**src/logic/spi_bridge_pkg.sv**
```systemverilog
/*
 * SPI-to-bus bridge shared definitions
 * Bus widths and types, the command opcodes, the decoder states and the
 * structs passed between the byte engine, the decoder and the bus stage.
 */
`default_nettype none

package spi_bridge_pkg;

    // the command format fixes the address at 17 bits with bit 16 in the command byte
    localparam int bus_addr_w = 17;
    localparam int bus_data_w = 8;

    typedef logic [bus_addr_w-1:0] bus_addr_t;
    typedef logic [bus_data_w-1:0] bus_data_t;

    // encoded as {rw_n, set_addr} straight from bits 7 and 6 of the command byte
    typedef enum logic [1:0] {
        op_write_next = 2'b00,
        op_write_at   = 2'b01,
        op_read_next  = 2'b10,
        op_read_at    = 2'b11
    } cmd_op_e;

    typedef enum logic [2:0] {
        st_cmd,
        st_data,
        st_addr_hi,
        st_addr_lo,
        st_wait_end
    } dec_state_e;

    typedef struct packed {
        logic      rw_n;
        bus_addr_t addr;
        bus_data_t wdata;
    } bus_req_t;

    // all three flags are single-cycle pulses in the clk_sys_i domain
    typedef struct packed {
        bus_data_t rx_byte;
        logic      rx_valid;
        logic      frame_start;
        logic      frame_end;
    } spi_rx_t;

endpackage

`default_nettype wire

```
**src/logic/bus_access.sv**
```systemverilog
/*
 * System bus access stage
 * Takes one request at a time from the decoder, drives it on the bus until
 * ready is seen and keeps the last read data for the next MISO byte.
 */
`default_nettype none
`timescale 1ns/100ps

module bus_access (
    input  wire logic                      clk_sys_i,
    input  wire logic                      rst_n_i,
    input  wire logic                      req_valid_i,
    input  wire spi_bridge_pkg::bus_req_t  req_i,
    output logic                           req_ready_o,
    output logic                           bus_valid_o,
    output logic                           bus_rw_n_o,
    output spi_bridge_pkg::bus_addr_t      bus_addr_o,
    output spi_bridge_pkg::bus_data_t      bus_wdata_o,
    input  wire logic                      bus_ready_i,
    input  wire spi_bridge_pkg::bus_data_t bus_rdata_i,
    output spi_bridge_pkg::bus_data_t      miso_byte_o
);
    import spi_bridge_pkg::*;

    logic      busy_q;
    bus_req_t  req_q;
    bus_data_t rdata_q;
    logic      req_take;
    logic      bus_done;

    assign req_take = req_valid_i & ~busy_q;
    assign bus_done = busy_q & bus_ready_i;

    always_ff @(posedge clk_sys_i) begin
        if (!rst_n_i) begin
            busy_q  <= 1'b0;
            rdata_q <= '0;
        end else if (req_take) begin
            busy_q <= 1'b1;
        end else if (bus_done) begin
            busy_q <= 1'b0;
            // read data stays here until the next read finishes
            if (req_q.rw_n) begin
                rdata_q <= bus_rdata_i;
            end
        end
    end

    // the request is only captured while idle, so the bus fields stay put until ready
    always_ff @(posedge clk_sys_i) begin
        if (req_take) begin
            req_q <= req_i;
        end
    end

    assign req_ready_o = ~busy_q;
    assign bus_valid_o = busy_q;
    assign bus_rw_n_o  = req_q.rw_n;
    assign bus_addr_o  = req_q.addr;
    assign bus_wdata_o = req_q.wdata;
    assign miso_byte_o = rdata_q;

endmodule

`default_nettype wire

```
**src/logic/spi_bridge.sv**
```systemverilog
/*
 * SPI-to-bus bridge top level
 * SPI mode 0 slave that turns short command frames into single read or
 * write accesses on a valid/ready system bus.
 */
`default_nettype none
`timescale 1ns/100ps

module spi_bridge #(
    parameter int SYNC_STAGES = 2
) (
    input  wire logic                      clk_sys_i,
    input  wire logic                      rst_n_i,
    input  wire logic                      spi_sclk_i,
    input  wire logic                      spi_cs_n_i,
    input  wire logic                      spi_mosi_i,
    output logic                           spi_miso_o,
    output logic                           bus_valid_o,
    output logic                           bus_rw_n_o,
    output spi_bridge_pkg::bus_addr_t      bus_addr_o,
    output spi_bridge_pkg::bus_data_t      bus_wdata_o,
    input  wire logic                      bus_ready_i,
    input  wire spi_bridge_pkg::bus_data_t bus_rdata_i
);
    import spi_bridge_pkg::*;

    spi_rx_t   rx;
    bus_req_t  req;
    logic      req_valid;
    logic      req_ready;
    bus_data_t miso_byte;

    spi_byte #(
        .SYNC_STAGES(SYNC_STAGES)
    ) spi_byte_i (
        .clk_sys_i   (clk_sys_i),
        .rst_n_i     (rst_n_i),
        .spi_sclk_i  (spi_sclk_i),
        .spi_cs_n_i  (spi_cs_n_i),
        .spi_mosi_i  (spi_mosi_i),
        .miso_byte_i (miso_byte),
        .spi_miso_o  (spi_miso_o),
        .rx_o        (rx)
    );

    spi_cmd_decode spi_cmd_decode_i (
        .clk_sys_i   (clk_sys_i),
        .rst_n_i     (rst_n_i),
        .rx_i        (rx),
        .req_ready_i (req_ready),
        .req_valid_o (req_valid),
        .req_o       (req)
    );

    bus_access bus_access_i (
        .clk_sys_i   (clk_sys_i),
        .rst_n_i     (rst_n_i),
        .req_valid_i (req_valid),
        .req_i       (req),
        .req_ready_o (req_ready),
        .bus_valid_o (bus_valid_o),
        .bus_rw_n_o  (bus_rw_n_o),
        .bus_addr_o  (bus_addr_o),
        .bus_wdata_o (bus_wdata_o),
        .bus_ready_i (bus_ready_i),
        .bus_rdata_i (bus_rdata_i),
        .miso_byte_o (miso_byte)
    );

endmodule

`default_nettype wire

```
**src/logic/spi_byte.sv**
```systemverilog
/*
 * SPI mode 0 slave byte engine
 * Oversamples the SPI pins with the system clock, shifts MOSI in MSB first,
 * shifts the transmit byte out on MISO and flags bytes and frame edges.
 */
`default_nettype none
`timescale 1ns/100ps

module spi_byte #(
    parameter int SYNC_STAGES = 2
) (
    input  wire logic                      clk_sys_i,
    input  wire logic                      rst_n_i,
    input  wire logic                      spi_sclk_i,
    input  wire logic                      spi_cs_n_i,
    input  wire logic                      spi_mosi_i,
    input  wire spi_bridge_pkg::bus_data_t miso_byte_i,
    output logic                           spi_miso_o,
    output spi_bridge_pkg::spi_rx_t        rx_o
);
    import spi_bridge_pkg::*;

    logic [SYNC_STAGES-1:0] sclk_sync;
    logic [SYNC_STAGES-1:0] cs_n_sync;
    logic [SYNC_STAGES-1:0] mosi_sync;
    logic                   sclk_prev;
    logic                   cs_n_prev;
    logic                   sclk_q;
    logic                   cs_n_q;
    logic                   mosi_q;
    logic                   sclk_rise;
    logic                   sclk_fall;
    logic                   cs_fall;
    logic                   cs_rise;
    logic [2:0]             bit_cnt;
    logic [bus_data_w-2:0]  rx_shift;
    bus_data_t              rx_byte_q;
    bus_data_t              tx_shift;
    logic                   rx_valid_q;
    logic                   frame_start_q;
    logic                   frame_end_q;

    // the pins are asynchronous, so each one passes through its own chain
    always_ff @(posedge clk_sys_i) begin
        if (!rst_n_i) begin
            sclk_sync <= '0;
            cs_n_sync <= '1;
            mosi_sync <= '0;
            sclk_prev <= 1'b0;
            cs_n_prev <= 1'b1;
        end else begin
            sclk_sync <= {sclk_sync[SYNC_STAGES-2:0], spi_sclk_i};
            cs_n_sync <= {cs_n_sync[SYNC_STAGES-2:0], spi_cs_n_i};
            mosi_sync <= {mosi_sync[SYNC_STAGES-2:0], spi_mosi_i};
            sclk_prev <= sclk_q;
            cs_n_prev <= cs_n_q;
        end
    end

    assign sclk_q    = sclk_sync[SYNC_STAGES-1];
    assign cs_n_q    = cs_n_sync[SYNC_STAGES-1];
    assign mosi_q    = mosi_sync[SYNC_STAGES-1];
    assign sclk_rise = sclk_q & ~sclk_prev;
    assign sclk_fall = ~sclk_q & sclk_prev;
    assign cs_fall   = ~cs_n_q & cs_n_prev;
    assign cs_rise   = cs_n_q & ~cs_n_prev;

    always_ff @(posedge clk_sys_i) begin
        if (!rst_n_i) begin
            bit_cnt       <= '0;
            tx_shift      <= '0;
            rx_valid_q    <= 1'b0;
            frame_start_q <= 1'b0;
            frame_end_q   <= 1'b0;
        end else begin
            rx_valid_q    <= 1'b0;
            frame_start_q <= cs_fall;
            frame_end_q   <= cs_rise;
            if (cs_fall) begin
                // the MSB must sit on MISO before the first rising SCLK edge
                bit_cnt  <= '0;
                tx_shift <= miso_byte_i;
            end else if (!cs_n_q) begin
                if (sclk_rise) begin
                    bit_cnt    <= bit_cnt + 3'd1;
                    rx_valid_q <= (bit_cnt == 3'd7);
                end
                if (sclk_fall) begin
                    tx_shift <= {tx_shift[bus_data_w-2:0], 1'b0};
                end
            end
        end
    end

    // mosi is sampled with the same chain delay as sclk, so it lines up with the edge
    always_ff @(posedge clk_sys_i) begin
        if (sclk_rise && !cs_n_q) begin
            rx_shift <= {rx_shift[bus_data_w-3:0], mosi_q};
            if (bit_cnt == 3'd7) begin
                rx_byte_q <= {rx_shift, mosi_q};
            end
        end
    end

    assign spi_miso_o = tx_shift[bus_data_w-1];

    assign rx_o = '{
        rx_byte:     rx_byte_q,
        rx_valid:    rx_valid_q,
        frame_start: frame_start_q,
        frame_end:   frame_end_q
    };

endmodule

`default_nettype wire

```
**src/logic/spi_cmd_decode.sv**
```systemverilog
/*
 * SPI command frame decoder
 * Walks the bytes of one frame, builds a single bus request from the
 * command, data and address bytes and tracks the last accepted address.
 */
`default_nettype none
`timescale 1ns/100ps

module spi_cmd_decode (
    input  wire logic                    clk_sys_i,
    input  wire logic                    rst_n_i,
    input  wire spi_bridge_pkg::spi_rx_t rx_i,
    input  wire logic                    req_ready_i,
    output logic                         req_valid_o,
    output spi_bridge_pkg::bus_req_t     req_o
);
    import spi_bridge_pkg::*;

    dec_state_e state_q;
    cmd_op_e    op_q;
    cmd_op_e    rx_op;
    bus_req_t   req_q;
    bus_addr_t  last_addr_q;
    bus_addr_t  next_addr;
    logic       req_valid_q;
    logic       req_accept;

    // the opcode is simply the top two bits of the command byte
    assign rx_op      = cmd_op_e'(rx_i.rx_byte[7:6]);
    assign next_addr  = last_addr_q + bus_addr_t'(1);
    assign req_accept = req_valid_q & req_ready_i;

    always_ff @(posedge clk_sys_i) begin
        if (!rst_n_i) begin
            state_q     <= st_cmd;
            op_q        <= op_write_next;
            req_valid_q <= 1'b0;
            last_addr_q <= '0;
        end else begin
            if (req_accept) begin
                req_valid_q <= 1'b0;
                last_addr_q <= req_q.addr;
            end

            if (rx_i.frame_start || rx_i.frame_end) begin
                // a frame cut short just falls back here without raising a request
                state_q <= st_cmd;
            end else if (rx_i.rx_valid) begin
                case (state_q)
                    st_cmd: begin
                        op_q            <= rx_op;
                        req_q.rw_n      <= rx_i.rx_byte[7];
                        req_q.addr[16]  <= rx_i.rx_byte[0];
                        case (rx_op)
                            op_write_at,
                            op_write_next: state_q <= st_data;
                            op_read_at:    state_q <= st_addr_hi;
                            default: begin
                                req_q.addr  <= next_addr;
                                req_valid_q <= 1'b1;
                                state_q     <= st_wait_end;
                            end
                        endcase
                    end
                    st_data: begin
                        req_q.wdata <= rx_i.rx_byte;
                        if (op_q == op_write_at) begin
                            state_q <= st_addr_hi;
                        end else begin
                            req_q.addr  <= next_addr;
                            req_valid_q <= 1'b1;
                            state_q     <= st_wait_end;
                        end
                    end
                    st_addr_hi: begin
                        req_q.addr[15:8] <= rx_i.rx_byte;
                        state_q          <= st_addr_lo;
                    end
                    st_addr_lo: begin
                        req_q.addr[7:0] <= rx_i.rx_byte;
                        req_valid_q     <= 1'b1;
                        state_q         <= st_wait_end;
                    end
                    // extra bytes after the request are dropped
                    default: state_q <= st_wait_end;
                endcase
            end
        end
    end

    assign req_valid_o = req_valid_q;
    assign req_o       = req_q;

endmodule

`default_nettype wire

```
**config.mk**
```make
export PLATFORM = sky130hd
export DESIGN_NAME = spi_bridge
export DESIGN_NICKNAME = d
export VERILOG_FILES = /design/src/logic/spi_bridge_pkg.sv /design/src/logic/bus_access.sv /design/src/logic/spi_bridge.sv /design/src/logic/spi_byte.sv /design/src/logic/spi_cmd_decode.sv
export SDC_FILE = /design/constraint.sdc
export NUM_CORES = 1
export LEC_CHECK = 0
export BUFFER_PORTS_ARGS = -buffer_cell sky130_fd_sc_hd__buf_2
export CAP_MARGIN = 0
export CORE_MARGIN = 2
export CORE_UTILIZATION = 59
export DETAILED_ROUTE_END_ITERATION = 8
export PLACE_DENSITY = 0.79
export SLEW_MARGIN = 10
export SYNTH_ARGS = -nofsm -noshare
export SYNTH_HDL_FRONTEND = slang
export SYNTH_HIERARCHICAL = 1
export SYNTH_SLANG_ARGS = --single-unit
export TNS_END_PERCENT = 100
```
**constraint.sdc**
```tcl
create_clock -name clk_sys_i -period 2.6 [get_ports clk_sys_i]
set_input_delay 0.13 -clock clk_sys_i [delete_from_list [all_inputs] [get_ports clk_sys_i]]
set_output_delay 0.13 -clock clk_sys_i [all_outputs]
set_load 0.1 [all_outputs]
```
# Word-level counts from Yosys, hierarchy flattened
# Cells that the tools add are included.
# classes
order_cmp	0
n_div	0
shifts	0
addsub	2
mul	0
reduce_logical	25
bitwise_logic	15
n_eq_ne	10
n_mux	19
# ops
cell	count
8-bit case mux with 3 select lines	2
17-bit two-way mux	2
8-bit two-way mux	3
17-bit by 1-bit adder with 17-bit output (second input constant)	1
6-bit AND reduction	2
1-bit NOT	9
3-bit case mux with 3 select lines	1
4-bit AND reduction	2
1-bit two-way mux	7
1-bit bitwise AND	6
3-bit by 2-bit equality test with 1-bit output (second input constant)	2
2-bit != test (second input constant)	3
3-bit case mux with 2 select lines	1
2-bit AND reduction	3
3-bit AND reduction	2
2-bit nonzero test	3
3-bit nonzero test	2
2-bit OR reduction	3
5-bit AND reduction	1
2-bit by 1-bit equality test with 1-bit output (second input constant)	2
4-bit OR reduction	1
3-bit by 1-bit adder with 3-bit output (second input constant)	1
3-bit by 1-bit equality test with 1-bit output (second input constant)	1
3-bit equality test (second input constant)	1
10 further kinds	10
# word_totals
romBits	0
latch_bits	0
ramBits	0
wordCells	97
out_inout_bits	28
regBits	121
n_memories	0

# Depth between registers and ports, before layout
# logic_depth
ltp_word	7
ltp_mapped	6
ltp_nobuf	5

# Modules after synthesis
# Netlist, hierarchy kept.
# modules_own_cells
mod	n_inst	area_each_um2	cells_per_inst
spi_cmd_decode	1	2402.3	246
spi_byte	1	1308.8	93
bus_access	1	1159.9	67

# Worst setup path before layout
# OpenSTA, ideal clock, no wires.
# synth_path
kind	reg2reg
from	register spi_cmd_decode_i.state_q[2]
to	register spi_cmd_decode_i.req_q (netlist bit spi_cmd_decode_i/req_o[16]) (enable)
synth_period_minus_slack_ns	1.931
path_stages_with_launch	5
path_slack_ns	0.669
arrival_time_ns	1.557
cell_sequence	dfxtp_1 > inv_2 > a41o_1 > or3_1 > a211oi_2
# synth_between
elab_chain_cells	3
# synth_rtl
element	line_no	text
from (decl)	spi_cmd_decode.sv:19	dec_state_e state_q;
from (signal assigned)	spi_cmd_decode.sv:35	state_q <= st_cmd;
from (signal assigned)	spi_cmd_decode.sv:47	state_q <= st_cmd;
from (signal assigned)	spi_cmd_decode.sv:56	op_write_next: state_q <= st_data;
3-bit by 1-bit equality test with 1-bit output, or another cell as far along	spi_cmd_decode.sv:49	case (state_q)
2-bit != test (no line) / 3-bit nonzero test (equally long branches)	-	
6-bit AND reduction (no line) *	-	
to (decl)	spi_cmd_decode.sv:22	bus_req_t req_q;
# Every way passes the cells marked *; elsewhere a longest branch is shown, timed or not.
# A chain may end at the register's enable or synchronous reset.

# Final worst setup path
# layout_path
from	register spi_cmd_decode_i.state_q[1]
to	register spi_cmd_decode_i.req_q (netlist bit spi_cmd_decode_i/req_o[19]) (enable)
# Same word-level chain as after synthesis.

==> impl_metrics.json <==
{
  "post_dp_cell_area_sq_um": 5096,
  "cts_buffers": 17,
  "yosys_warnings": 6,
  "grt_usage": 0.2257,
  "period_needed_ns": 2.001,
  "wl_per_cell_microns": 16.05,
  "clock_path_buffers": 2,
  "root_buffer": "clkbuf_8",
  "yosys_most_used_dff": "edfxtp_1",
  "dp_hpwl_microns": 5722,
  "dr_total_vias": 3206,
  "num_antenna_cells": 0,
  "cts_tree": "done",
  "synth_top_area_cell": "edfxtp_1",
  "synth.avg_cell_area_sq_um": 12.00,
  "grt_pass1_wl_microns": 14970,
  "critPathMaxStageDelay_ns": 0.51,
  "synth_seq_cells": 121,
  "start_util": 0.6019,
  "dieHeight_microns": 94.86,
  "cts.sinks": 121,
  "finalNonFillerCells": 580,
  "cts_resized": 0,
  "layout-drive-gt1-share": 0.2000,
  "worst-endpoint-required_ns": 2.83,
  "routed_wirelength_microns": 9307,
  "first_global_vias": 3101,
  "maxSlewViolCount": 0,
  "power-per-cell-area_nw_per_um2": 739.2,
  "via_per_inst": 5.528,
  "nets": 479,
  "synth_common_cells": "nand2_1 (71), edfxtp_1 (67), dfxtp_1 (54)",
  "cp_slowest_cell": "dfxtp_1",
  "syn_inst": 406,
  "setup_viol": 0,
  "yosysTopAreaCellShare": 0.4130,
  "antenna_found_initial": 0,
  "period_share": 0.7698,
  "ctsHoldBuffers": 13,
  "syn-num-nets": 423,
  "fmax_mhz": 499.7,
  "wl_met3_microns": 448,
  "rows": 33,
  "async_flop_share": 0,
  "critPathMaxFanout": 10,
  "drtIter0Drc": 204,
  "path_class": "flip-flop to flip-flop",
  "rsz0062_at_grt": "no",
  "final_util": 0.7148,
  "cp-end-kind": "flip-flop",
  "grt_max_degree": 50,
  "place_congestion": 0.9295,
  "clock_latency_ns": 0.52,
  "rrSetupSlack_ns": 0.60,
  "hold_class": "input pin to flip-flop",
  "synth_cell_types": 48,
  "dp.cells": 535,
  "drc": 0,
  "die_x_microns": 94.86,
  "synthesis.area_sq_um": 4871,
  "fin_ws_ns": 0.5986,
  "ant_nets": 0,
  "clkTransAtPathRegs_ns": 0.06,
  "p_leak_nw": 1.950,
  "firstDrtPassIters": 5,
  "numPortBuffers": 41,
  "post_cts_buffers": 0,
  "area.growth.synth_to_final_pct": 18.75,
  "ios": 42,
  "wl_met2_microns": 4930,
  "htreeDepth": 4,
  "final_cell_area_sq_um": 5784,
  "skew_ns": 0.006275,
  "synth.area.top_cells": "edfxtp_1 (41%), dfxtp_1 (22%), nand2_1 (5.5%)",
  "drv_cap": 0,
  "irDropWorstVdd_mv": 0.6034,
  "cp_data_arrival_time_ns": 2.23,
  "yosysMostFrequentCell": "nand2_1",
  "drt-met1-wl_microns": 3754,
  "slew_headroom": 0.5723,
  "path_cells": "nor2_1, a41o_1, or3_1, a211oi_2, buf_4",
  "overflow": 0,
  "dpl_worst_slack_ns": 0.6712,
  "crit_family": "compound AO/OA/AOI/OAI gates",
  "path_buf_inv": 1,
  "synth-edff-count": 67,
  "cp-start-kind": "flip-flop",
  "hold_violations": 0,
  "coreArea_sq_um": 8093,
  "tns_ns": 0,
  "top_layer_used": "met4",
  "dieArea_sq_um": 8998,
  "worstMarginPinSlew_ns": 0.6406,
  "status": "finished clean",
  "ys_seq_area_frac": 0.6350
}
[through the flow]
stage | hold WS (ns) | power (mW)
floorplan | 0.2235 | 2.106
global placement | 0.3154 | 2.120
detailed placement | 0.3156 | 2.122
CTS | 0.3062 | 4.308
global route | 0.3299 | 4.403
finish | 0.3289 | 4.276
[cells by family after synthesis]
kind of cell / after synthesis / share of synthesized area
xor gates and xnor gates: 13 / 0.02338
and+or+nand+nor: 147 / 0.1513
AOI/OAI and AO/OA: 71 / 0.1081
muxes: 16 / 0.03468
buffers and inverters: 35 / 0.03982
DFF: 121 / 0.6350
adders and majority gates: 3 / 0.007707
[tightest hold or removal path: cells and delay by family]
kind	cells	cell delay [ns]
buffers and inverters	2	0.61
AND/OR/NAND/NOR	1	0.08
[cell usage in the layout (no fill, tap or decap), types with 2 or more instances in the layout]
cell and count:
a211oi_1 5, a21boi_0 20, a21oi_1 16, and2_1 8
and3_1 3, and4_1 3, buf_2 41, buf_4 4
clkbuf_16 16, clkinv_4 2, clkinvlp_4 4, dfxtp_1 54
dlygate4sd3_1 13, edfxtp_1 67, ha_1 3, inv_1 13
inv_6 4, inv_8 2, mux2_2 3, mux2i_1 12
nand2_1 71, nand2b_1 5, nand3_1 8, nand4_1 7
nor2_1 19, nor2b_1 4, nor3_1 5, nor3b_1 3
nor4_1 2, o21a_1 2, o21ai_0 14, o221ai_2 7
xnor2_1 4, xor2_1 9
[where the power goes]
part           internal, mW  switching [mW]
registers              2.01         0.00726
clock network          1.29           0.892
logic                0.0394          0.0400
total                  3.34           0.939
[registers in the layout, summed over array words and instances (netlist names), 7 cells and up]
| register | count |
|---|---|
| spi_byte_i/rx_shift | 7 |
| spi_byte_i/tx_shift | 8 |
| bus_access_i/miso_byte_o | 8 |
| spi_cmd_decode_i/req_o | 26 |
| spi_byte_i/rx_byte_q | 8 |
| bus_access_i/bus_addr_o | 17 |
| spi_cmd_decode_i/last_addr_q | 17 |
| bus_access_i/bus_wdata_o | 8 |
[final cells by class]
class / instances / area [sq um]
clock buffer: 17 / 414.1
clock inverter: 15 / 143.9
fill: 594 / 2308
inverter: 14 / 52.55
multi-input combinational: 250 / 1584
sequential: 121 / 3093
tap: 105 / 131.4
timing repair buffer: 58 / 365.4
[worst paths after layout]
check / to / cells past startpoint / startpoint
setup / recovery: spi_cmd_decode_i/req_o[19]$_DFFE_PP_ / 5 / spi_cmd_decode_i/state_q[1]$_SDFFE_PP0P_
setup reg to reg: spi_cmd_decode_i/req_o[19]$_DFFE_PP_ / 5 / spi_cmd_decode_i/state_q[1]$_SDFFE_PP0P_
hold / removal: spi_byte_i/cs_n_sync[0]$_SDFF_PN1_ / 3 / spi_cs_n_i
hold reg to reg: spi_byte_i/cs_n_sync[1]$_SDFF_PN1_ / 1 / spi_byte_i/cs_n_sync[0]$_SDFF_PN1_
[metal layers]
metal	vias to the layer above	global-route usage
met5	-	0
met4	0	0.1002
met3	19	0.07422
met2	93	0.3877
met1	1536	0.2562
li1	1558	-
Power figures use the tool's default switching activity.
